$ cat config.mk
export PLATFORM = sky130hd
export DESIGN_NAME = cw_io_top
export DESIGN_NICKNAME = d
export VERILOG_FILES = /design/src/source/cw_reg_pkg.sv /design/src/source/cw_io_pkg.sv /design/src/source/cw_io_top.sv /design/src/source/cw_reg_file.sv /design/src/source/target_io_router.sv /design/src/source/trigger_path.sv
export SDC_FILE = /design/constraint.sdc
export NUM_CORES = 1
export LEC_CHECK = 0
export CAP_MARGIN = 30
export CORE_MARGIN = 4
export CORE_UTILIZATION = 64
export CTS_CLUSTER_DIAMETER = 150
export DETAILED_ROUTE_END_ITERATION = 6
export DONT_BUFFER_PORTS = 1
export PLACE_DENSITY = 0.88
export SLEW_MARGIN = 20
export SYNTH_ARGS = -nofsm -noshare
export SYNTH_HDL_FRONTEND = slang
export SYNTH_HIERARCHICAL = 1
export SYNTH_SLANG_ARGS = --single-unit
$ cat constraint.sdc
create_clock -name clk -period 2.7 [get_ports clk]
set_clock_uncertainty 0.15 [all_clocks]
set_input_delay 0.54 -clock clk [delete_from_list [all_inputs] [get_ports clk]]
set_output_delay 0.54 -clock clk [all_outputs]
set_load 0.05 [all_outputs]
$ cat src/source/cw_reg_pkg.sv
package cw_reg_pkg;

   typedef logic [5:0]  reg_addr_t;              // register address on the byte port
   typedef logic [7:0]  reg_byte_t;              // one data byte
   typedef logic [15:0] byte_cnt_t;              // byte index inside a multi-byte access
   typedef logic [15:0] reg_len_t;               // register length in bytes

   localparam reg_addr_t TRIGSRC_ADDR = 6'd39;   // trigger source mask and combine mode
   localparam reg_addr_t TRIGMOD_ADDR = 6'd40;   // trigger module select
   localparam reg_addr_t IOROUTE_ADDR = 6'd55;   // target i/o routing, 8 bytes
   localparam reg_addr_t IOREAD_ADDR  = 6'd59;   // pin readback

   localparam reg_len_t TRIGSRC_LEN = 16'd1;
   localparam reg_len_t TRIGMOD_LEN = 16'd1;
   localparam reg_len_t IOROUTE_LEN = 16'd8;
   localparam reg_len_t IOREAD_LEN  = 16'd1;

   localparam reg_byte_t TRIGSRC_RESET = 8'h20;  // or mode, source r4 only
   localparam reg_byte_t TRIGMOD_RESET = 8'h00;  // normal edge trigger
   // uart tx on pin 1, uart rx on pin 2, everything else off
   localparam logic [63:0] IOROUTE_RESET = 64'h0000_0000_0000_0201;

   typedef struct packed {
      logic [1:0] mode;                          // 0 or, 1 and, 2 nand, 3 off
      logic [5:0] src_mask;                      // r4 r3 r2 r1 fb fa
      logic [2:0] module_sel;                    // final trigger source
   } trig_cfg_t;

   typedef struct packed {
      logic avrprog_en;                          // avr programming lines to the sam3u
      logic power_off;                           // target power disable
      logic nrst_en;                             // nrst as gpio
      logic nrst_val;
      logic pdid_en;                             // pdid as gpio
      logic pdid_val;
      logic pdic_en;                             // pdic as gpio
      logic pdic_val;
   } aux_cfg_t;

endpackage

$ cat src/source/cw_io_pkg.sv
package cw_io_pkg;

   import cw_reg_pkg::*;                         // aux_cfg_t is part of io_cfg_t

   typedef logic [3:0] pin_vec_t;                // one bit per target pin, pin 1 at bit 0
   typedef logic [5:0] trig_in_t;                // fa fb r1 r2 r3 r4 at bits 0 to 5

   // one routing byte per target pin
   typedef struct packed {
      logic gpio_enable;                         // bit 7
      logic gpio_level;
      logic tx_open_collector;                   // pin 3 only
      logic usi_open_collector;                  // pin 3 only
      logic usi_in;
      logic usi_out;
      logic rx;
      logic tx;                                  // bit 0
   } pin_route_t;

   typedef struct packed {
      aux_cfg_t         aux;                     // bytes 5 and 6 of the routing register
      pin_route_t [3:0] pin;                     // bytes 0 to 3, pin 1 at index 0
   } io_cfg_t;

endpackage

$ cat src/source/cw_io_top.sv
module cw_io_top
   import cw_reg_pkg::*;
   import cw_io_pkg::*;
(
   input  logic      clk,
   input  logic      reset,
   input  reg_addr_t addr_i,
   input  byte_cnt_t byte_cnt_i,
   input  reg_byte_t data_i,
   input  logic      reg_read_i,
   input  logic      reg_write_i,
   input  logic      addr_valid_i,
   input  reg_addr_t hyp_addr_i,
   output reg_byte_t data_o,
   output reg_len_t  reg_len_o,
   input  trig_in_t  trig_in_i,                  // fa fb r1 r2 r3 r4
   input  logic      trig_advio_i,
   input  logic      trig_anapattern_i,
   input  logic      trig_decodedio_i,
   output logic      trigger_ext_o,
   output logic      trigger_o,
   input  logic      uart_tx_i,
   input  logic      usi_out_i,
   input  pin_vec_t  targetio_i,
   output pin_vec_t  targetio_o,
   output pin_vec_t  targetio_oe_o,
   output logic      uart_rx_o,
   output logic      usi_in_o,
   output logic      targetpower_off_o,
   output logic      enable_avrprog_o,
   output logic      enable_nrst_o,
   output logic      nrst_o,
   output logic      enable_pdid_o,
   output logic      pdid_o,
   output logic      enable_pdic_o,
   output logic      pdic_o
);

   trig_cfg_t trig_cfg;                          // register file to trigger path
   io_cfg_t   io_cfg;                            // register file to router
   pin_vec_t  pin_level;                         // router back to readback

   cw_reg_file u_reg_file (
      .clk          (clk),
      .reset        (reset),
      .addr_i       (addr_i),
      .byte_cnt_i   (byte_cnt_i),
      .data_i       (data_i),
      .reg_read_i   (reg_read_i),
      .reg_write_i  (reg_write_i),
      .addr_valid_i (addr_valid_i),
      .hyp_addr_i   (hyp_addr_i),
      .pin_level_i  (pin_level),
      .data_o       (data_o),
      .reg_len_o    (reg_len_o),
      .trig_cfg_o   (trig_cfg),
      .io_cfg_o     (io_cfg)
   );

   trigger_path u_trigger_path (
      .trig_cfg_i        (trig_cfg),
      .trig_in_i         (trig_in_i),
      .trig_advio_i      (trig_advio_i),
      .trig_anapattern_i (trig_anapattern_i),
      .trig_decodedio_i  (trig_decodedio_i),
      .trigger_ext_o     (trigger_ext_o),
      .trigger_o         (trigger_o)
   );

   target_io_router u_io_router (
      .clk               (clk),
      .reset             (reset),
      .io_cfg_i          (io_cfg),
      .uart_tx_i         (uart_tx_i),
      .usi_out_i         (usi_out_i),
      .targetio_i        (targetio_i),
      .targetio_o        (targetio_o),
      .targetio_oe_o     (targetio_oe_o),
      .pin_level_o       (pin_level),
      .uart_rx_o         (uart_rx_o),
      .usi_in_o          (usi_in_o),
      .targetpower_off_o (targetpower_off_o),
      .enable_avrprog_o  (enable_avrprog_o),
      .enable_nrst_o     (enable_nrst_o),
      .nrst_o            (nrst_o),
      .enable_pdid_o     (enable_pdid_o),
      .pdid_o            (pdid_o),
      .enable_pdic_o     (enable_pdic_o),
      .pdic_o            (pdic_o)
   );

endmodule

$ cat src/source/cw_reg_file.sv
module cw_reg_file
   import cw_reg_pkg::*;
   import cw_io_pkg::*;
(
   input  logic      clk,
   input  logic      reset,
   input  reg_addr_t addr_i,                     // address of the current access
   input  byte_cnt_t byte_cnt_i,                 // byte index within the access
   input  reg_byte_t data_i,                     // write data
   input  logic      reg_read_i,                 // read strobe
   input  logic      reg_write_i,                // write strobe
   input  logic      addr_valid_i,
   input  reg_addr_t hyp_addr_i,                 // address for the length lookup
   input  pin_vec_t  pin_level_i,                // sampled pin levels from the router
   output reg_byte_t data_o,
   output reg_len_t  reg_len_o,
   output trig_cfg_t trig_cfg_o,
   output io_cfg_t   io_cfg_o
);

   reg_byte_t        trigsrc_q;
   reg_byte_t        trigmod_q;
   pin_route_t [3:0] pin_route_q;                // routing bytes 0 to 3
   reg_byte_t        extra_q;                    // routing byte 5
   reg_byte_t        extra_gpio_q;               // routing byte 6
   reg_byte_t        rd_next;
   reg_byte_t        rd_data_q;
   logic             rd_valid_q;
   logic             addr_known;

   always_ff @(posedge clk) begin
      if (reset) begin
         trigsrc_q    <= TRIGSRC_RESET;
         trigmod_q    <= TRIGMOD_RESET;
         pin_route_q  <= IOROUTE_RESET[31:0];
         extra_q      <= IOROUTE_RESET[47:40];
         extra_gpio_q <= IOROUTE_RESET[55:48];
      end else if (reg_write_i) begin
         case (addr_i)
            TRIGSRC_ADDR: trigsrc_q <= data_i;
            TRIGMOD_ADDR: trigmod_q <= data_i;
            IOROUTE_ADDR: begin
               case (byte_cnt_i)
                  16'd0, 16'd1, 16'd2, 16'd3: pin_route_q[byte_cnt_i[1:0]] <= data_i;
                  16'd5: extra_q <= data_i;
                  16'd6: extra_gpio_q <= data_i;
                  default: ;                     // glitch and reserved bytes dropped
               endcase
            end
            default: ;                           // ioread is read only
         endcase
      end
   end

   always_comb begin
      addr_known = (addr_i == TRIGSRC_ADDR) || (addr_i == TRIGMOD_ADDR) ||
                   (addr_i == IOROUTE_ADDR) || (addr_i == IOREAD_ADDR);
   end

   // readback mux, registered on the read strobe
   always_comb begin
      rd_next = '0;
      case (addr_i)
         TRIGSRC_ADDR: rd_next = trigsrc_q;
         TRIGMOD_ADDR: rd_next = trigmod_q;
         IOROUTE_ADDR: begin
            case (byte_cnt_i)
               16'd0, 16'd1, 16'd2, 16'd3: rd_next = pin_route_q[byte_cnt_i[1:0]];
               16'd5: rd_next = extra_q;
               16'd6: rd_next = extra_gpio_q;
               default: rd_next = '0;            // bytes 4, 7 and beyond read zero
            endcase
         end
         IOREAD_ADDR: rd_next = {4'b0000, pin_level_i};
         default: rd_next = '0;
      endcase
   end

   always_ff @(posedge clk) begin
      if (reg_read_i) rd_data_q <= rd_next;
   end

   always_ff @(posedge clk) begin
      if (reset) rd_valid_q <= 1'b0;
      else       rd_valid_q <= addr_valid_i && addr_known;
   end

   assign data_o = rd_valid_q ? rd_data_q : '0;

   always_comb begin
      case (hyp_addr_i)
         TRIGSRC_ADDR: reg_len_o = TRIGSRC_LEN;
         TRIGMOD_ADDR: reg_len_o = TRIGMOD_LEN;
         IOROUTE_ADDR: reg_len_o = IOROUTE_LEN;
         IOREAD_ADDR:  reg_len_o = IOREAD_LEN;
         default:      reg_len_o = '0;
      endcase
   end

   assign trig_cfg_o.mode       = trigsrc_q[7:6];
   assign trig_cfg_o.src_mask   = trigsrc_q[5:0];
   assign trig_cfg_o.module_sel = trigmod_q[2:0];

   assign io_cfg_o.pin            = pin_route_q;
   assign io_cfg_o.aux.avrprog_en = extra_q[0];
   assign io_cfg_o.aux.power_off  = extra_q[1];
   assign io_cfg_o.aux.nrst_en    = extra_gpio_q[0];
   assign io_cfg_o.aux.nrst_val   = extra_gpio_q[1];
   assign io_cfg_o.aux.pdid_en    = extra_gpio_q[2];
   assign io_cfg_o.aux.pdid_val   = extra_gpio_q[3];
   assign io_cfg_o.aux.pdic_en    = extra_gpio_q[4];
   assign io_cfg_o.aux.pdic_val   = extra_gpio_q[5];

   // host side never reads and writes in the same cycle
   a_no_rd_wr: assert property (@(posedge clk) disable iff (reset)
      !(reg_read_i && reg_write_i));

endmodule

$ cat src/source/target_io_router.sv
module target_io_router
   import cw_io_pkg::*;
(
   input  logic     clk,
   input  logic     reset,
   input  io_cfg_t  io_cfg_i,
   input  logic     uart_tx_i,
   input  logic     usi_out_i,
   input  pin_vec_t targetio_i,                  // pad input levels
   output pin_vec_t targetio_o,                  // pad output values
   output pin_vec_t targetio_oe_o,               // pad output enables
   output pin_vec_t pin_level_o,                 // levels sampled last edge
   output logic     uart_rx_o,
   output logic     usi_in_o,
   output logic     targetpower_off_o,
   output logic     enable_avrprog_o,
   output logic     enable_nrst_o,
   output logic     nrst_o,
   output logic     enable_pdid_o,
   output logic     pdid_o,
   output logic     enable_pdic_o,
   output logic     pdic_o
);

   logic     power_off_q;
   pin_vec_t drv_oe;                             // enables before the power-off force
   pin_vec_t level;                              // observed pin level
   pin_vec_t pin_level_q;

   always_ff @(posedge clk) begin
      if (reset) power_off_q <= 1'b0;
      else       power_off_q <= io_cfg_i.aux.power_off;
   end

   // per-pin drive, highest priority first
   always_comb begin
      pin_route_t r;
      for (int i = 0; i < 4; i++) begin
         r = io_cfg_i.pin[i];
         targetio_o[i] = 1'b0;
         drv_oe[i]     = 1'b0;
         if (r.tx) begin
            targetio_o[i] = uart_tx_i;
            drv_oe[i]     = 1'b1;
         end else if (r.usi_out && i != 3) begin      // pin 4 has no usi
            targetio_o[i] = usi_out_i;
            drv_oe[i]     = 1'b1;
         end else if (r.usi_open_collector && i == 2) begin
            drv_oe[i] = ~usi_out_i;                   // pull low only
         end else if (r.tx_open_collector && i == 2) begin
            drv_oe[i] = ~uart_tx_i;
         end else if (r.gpio_enable) begin
            targetio_o[i] = r.gpio_level;
            drv_oe[i]     = 1'b1;
         end
      end
   end

   assign targetio_oe_o = power_off_q ? '0 : drv_oe;  // all high-z with target unpowered
   assign level = (targetio_oe_o & targetio_o) | (~targetio_oe_o & targetio_i);

   // lowest numbered pin wins, idle high otherwise
   always_comb begin
      uart_rx_o = 1'b1;
      usi_in_o  = 1'b1;
      for (int i = 3; i >= 0; i--) begin
         if (io_cfg_i.pin[i].rx) uart_rx_o = level[i];
         if (i < 3 && io_cfg_i.pin[i].usi_in) usi_in_o = level[i];
      end
   end

   always_ff @(posedge clk) begin
      if (reset) pin_level_q <= '0;
      else       pin_level_q <= level;
   end

   assign pin_level_o       = pin_level_q;
   assign targetpower_off_o = power_off_q;
   assign enable_avrprog_o  = io_cfg_i.aux.avrprog_en;
   assign enable_nrst_o     = io_cfg_i.aux.nrst_en;
   assign nrst_o            = io_cfg_i.aux.nrst_val;
   assign enable_pdid_o     = io_cfg_i.aux.pdid_en;
   assign pdid_o            = io_cfg_i.aux.pdid_val;
   assign enable_pdic_o     = io_cfg_i.aux.pdic_en;
   assign pdic_o            = io_cfg_i.aux.pdic_val;

   // a power-off request has released every pin by the next edge
   a_off_highz: assert property (@(posedge clk) disable iff (reset)
      io_cfg_i.aux.power_off |=> (targetio_oe_o == '0));

endmodule

$ cat src/source/trigger_path.sv
module trigger_path
   import cw_reg_pkg::*;
   import cw_io_pkg::*;
(
   input  trig_cfg_t trig_cfg_i,
   input  trig_in_t  trig_in_i,                  // external trigger lines
   input  logic      trig_advio_i,               // advanced io pattern trigger
   input  logic      trig_anapattern_i,          // sad trigger
   input  logic      trig_decodedio_i,           // decoded io trigger
   output logic      trigger_ext_o,              // combined external trigger
   output logic      trigger_o                   // final trigger to capture
);

   logic masked_or;
   logic masked_and;

   assign masked_or  = |(trig_cfg_i.src_mask & trig_in_i);
   assign masked_and = &(~trig_cfg_i.src_mask | trig_in_i);  // disabled lines count as 1

   always_comb begin
      case (trig_cfg_i.mode)
         2'd0:    trigger_ext_o = masked_or;
         2'd1:    trigger_ext_o = masked_and;
         2'd2:    trigger_ext_o = ~masked_and;
         default: trigger_ext_o = 1'b0;
      endcase
   end

   always_comb begin
      case (trig_cfg_i.module_sel)
         3'd0:    trigger_o = trigger_ext_o;
         3'd1:    trigger_o = trig_advio_i;
         3'd2:    trigger_o = trig_anapattern_i;
         3'd3:    trigger_o = trig_decodedio_i;
         default: trigger_o = 1'b0;               // unused selects park low
      endcase
   end

endmodule

==> summary.md <==
| Metric | Value |
|---|---|
| Top delay family on crit path | `compound AO/OA/AOI/OAI gates` |
| Vias in the first global route | `3235` |
| CTS tree | `done` |
| Clock sinks | `between 70 and 80` |
| DIE AREA | `7930 um^2` |
| Library cells used by synthesis | `51` |
| Top-level port count | `100` |
| Final Slew Violations | `0` |
| ANT nets after route | `0` |
| Dpl hpwl | `roughly 7600 um` |
| Fin crit share | `106%` |
| Final WS setup | `-168 ps` |
| CP max stage delay | `around 360 ps` |
| Slowest CP cell | `dfxtp_2` |
| Area delta synth->final | `5.53%` |
| Power Dens Cells | `499 nW/um^2` |
| Worst path cell trace | `or2b_1 > a311oi_4 > mux2i_2 > buf_4 > nand3b_1 > a22o_4` |
| Routed wire per std cell | `20.1 um` |
| Critical path depth | `6` |
| Syn Inst Count | `between 400 and 500` |
| Port Buffers | `0` |
| GRT overflow | `0` |
| Async SR Flop Fraction | `0%` |
| Worst Hold Depth | `1` |
| Initial Util | `66.2%` |
| Worst-path maximum fanout | `4` |
| Hold Vio Cnt, Final | `0` |
| Pleak | `1.93 nW` |
| Unrepaired setup endpoints after global routing | `yes` |
| Mapped Area | `4210 um^2` |
| Synth warn | `6` |
| Critical Path RT | `2010 ps` |
| WL final | `approximately 11000 um` |
| Setup TNS | `-336 ps` |
| Crit path kind | `reg2out` |
| Fmax | `349 MHz` |
| Syn Area/Cell | `9.14 um^2` |
| R2R depth | `5` |
| Row cnt | `29` |
| Worst path bufs/invs | `1` |
| CTS Buf Count | `9` |
| EDFF count, synth | `8` |
| DR vias/cell | `6.55` |
| Number of fill cells | `476` |
| Layout cells sized above 1 | `15.9%` |
| CP Capture Type | `output pin` |
| Final setup vio count | `2` |
| First-pass DRT Iterations | `6` |
| Clk slew on worst S/H paths | `80 ps` |
| Largest net degree at the start of global routing | `a little over 70` |
| Synth Flop Type | `dfxtp_1` |
| DRT iter0 DRCs | `437` |
| CP startpoint kind | `register` |
| # diodes | `0` |
| Die W | `89.1 um` |
| Hold_buf cts | `0` |
| First-pass GRT wire length | `16000 um` |
| MaxCap Viol Count | `0` |
| Root Driver | `clkbuf_8` |
| Worst hold slack | `~95 ps` |
| Yosys reg bits | `78` |
| Die H | `89.1 um` |
| FF/Latch Area | `between 1500 and 2000 um^2` |
| Violated checks | `negative setup slack` |
| H-Tree Depth | `3` |
| Skew-Pair Late Insertion Delay | `360 ps` |
| Gpl congestion | `around 0.91` |
| Core area | `6350 um^2` |
| DRC | `0` |
| Multi-input gate area | `2270 um^2` |
| Initial antenna violation count | `0` |
| Worst-margin pin slew | `572 ps` |
| Critical Path AT | `between 2000 and 2500 ps` |
| Slew HR | `61.8%` |
| Status | `finished with violations` |
| Crit path time final | `2870 ps` |
| Vias | `between 3k and 4k` |
| Register area share after synthesis | `39.0%` |
| Final nets | `around 510` |
| Gr usage total | `26.8%` |
| CTS Buffer Depth | `2` |
| VDD IR max | `roughly 450 uV` |
| HP Class | `in2reg` |
| Final Total Pwr | `2.22 mW` |
[kinds of logic (layout without fill, tap and decap cells)]
group / count (synthesis) / count (layout) / synth area share (%)
other cells: 1 / 14 / 0.0892
flops: 78 / 78 / 39.0
buf+inv: 71 / 52 / 9.25
compound gates: 75 / 75 / 12.1
simple gates: 177 / 177 / 23.3
mux: 58 / 58 / 16.2
[sequential cells by signal, summed over array words and instances, names as in the netlist]
signal,flops
u_io_router/pin_level_o,4
u_io_router/targetpower_off_o,1
u_reg_file/extra_gpio_q,8
u_reg_file/extra_q,8
u_reg_file/io_cfg_o,32
u_reg_file/rd_data_q,8
u_reg_file/rd_valid_q,1
u_reg_file/trigmod_q,8
u_reg_file/trigsrc_q,8
[per-layer routing]
metal | global-route usage (%) | wire length (um)
met1 | 34.1 | 4090
met2 | 44.5 | 5260
met3 | 6.64 | 1090
met4 | 9.74 | 206
met5 | 0 | 0
[where the power goes]
group	leakage (nW)	internal, mW	total [mW]	switching [mW]
combinational	1.18	0.0380	0.130	0.0918
clock	0.109	0.482	0.906	0.424
sequential	0.648	1.18	1.18	0.00374
total	1.93	1.70	2.22	0.520
[path summary, 6_finish.rpt]
| path | start | end | slack, ps |
|---|---|---|---|
| hold / removal | reset | u_reg_file/trigsrc_q[1] | 100 |
| setup / recovery | u_reg_file/io_cfg_o[21] | usi_in_o | -170 |
| hold reg to reg | u_reg_file/trigmod_q[5] | u_reg_file/trigmod_q[5] | 300 |
| setup reg to reg | u_reg_file/io_cfg_o[21] | u_io_router/pin_level_o[2] | 990 |
[worst reg2reg max path, delay by kind of cell, from the launching register on]
family          cells  cell delay [ps]
compound gates      1              310
buf+inv             1              160
flops               1              360
mux                 1              330
simple gates        2              310
[per-stage QoR]
step / util (%) / worst slack, ps / area (um^2) / std cells
after detailed placement: 66.3 / 23.2 / 4210 / 514
after CTS: 69.8 / -206 / 4430 / 531
after global routing: 69.9 / -241 / 4440 / 531
after global placement: 66.3 / 34.9 / 4210 / 514
final: 69.9 / -168 / 4440 / 531
after floorplan: - / -252 / 4290 / 473
[final cells by class]
class / count / area share, %
repair buffers: 23 / 3.89
multi-input cells: 324 / 51.1
clock inverters: 5 / 1.21
inverters: 13 / 1.10
flip-flops and latches: 78 / 37.1
clock buffers: 11 / 3.44
well taps: 77 / 2.17
[Yosys cell counts, types with 2 or more instances]
master    count  area share, %
a211o_1       2           0.42
a21boi_0      3           0.54
a21oi_1      23            2.7
a221o_1       2           0.48
a222oi_1      5            1.2
a22o_1        4           0.83
a22oi_1       7            1.2
a32oi_1       5            1.0
and2_1        9            1.3
and3_1        6           0.89
and3b_1       2           0.42
buf_2         2           0.24
buf_4        32            5.7
clkbuf_1     24            2.1
dfxtp_1      70             33
edfxtp_1      8            5.7
inv_1        13            1.2
mux2i_1      49             12
mux4_2        8            4.3
nand2_1      29            2.6
nand2b_1      3           0.45
nand3_1      18            2.1
nand3b_1      7            1.2
nand4_1       2           0.30
nand4_2       5            1.5
nor2_1       62            5.5
nor2b_1       6           0.89
nor3_1       11            1.3
nor3b_1       4           0.71
nor4_4        3            1.5
o21ai_0      13            1.5
o22ai_1       3           0.45
or2_2         2           0.30
[what timing repair did]
| action | 4_1_cts | 5_1_grt |
|---|---|---|
| setup buffers | 1 | 0 |
| setup endpoints to repair | 2 | 2 |
| resized for setup | 4 | 1 |
| pin swaps | 2 | 1 |
[cells in the final DEF, fill, tap and decap left out, drive strengths merged, types with 2 or more instances in the layout]
master	n
or2	2
mux4	8
nand2	29
nand3	19
nor3	12
o21ai	13
buf	23
nand4	7
nor3b	4
inv	14
nor2b	6
nand3b	7
dfxtp	70
edfxtp	8
a221o	2
mux2i	49
a21oi	23
o22ai	3
a22oi	7
a21boi	3
and2	9
a32oi	5
nor4	3
clkbuf	11
or3	2
and3	6
nand2b	3
clkinv	3
conb	14
a22o	4
a222oi	5
nor2	62
and3b	2
a211o	2
Power figures use the tool's default switching activity.
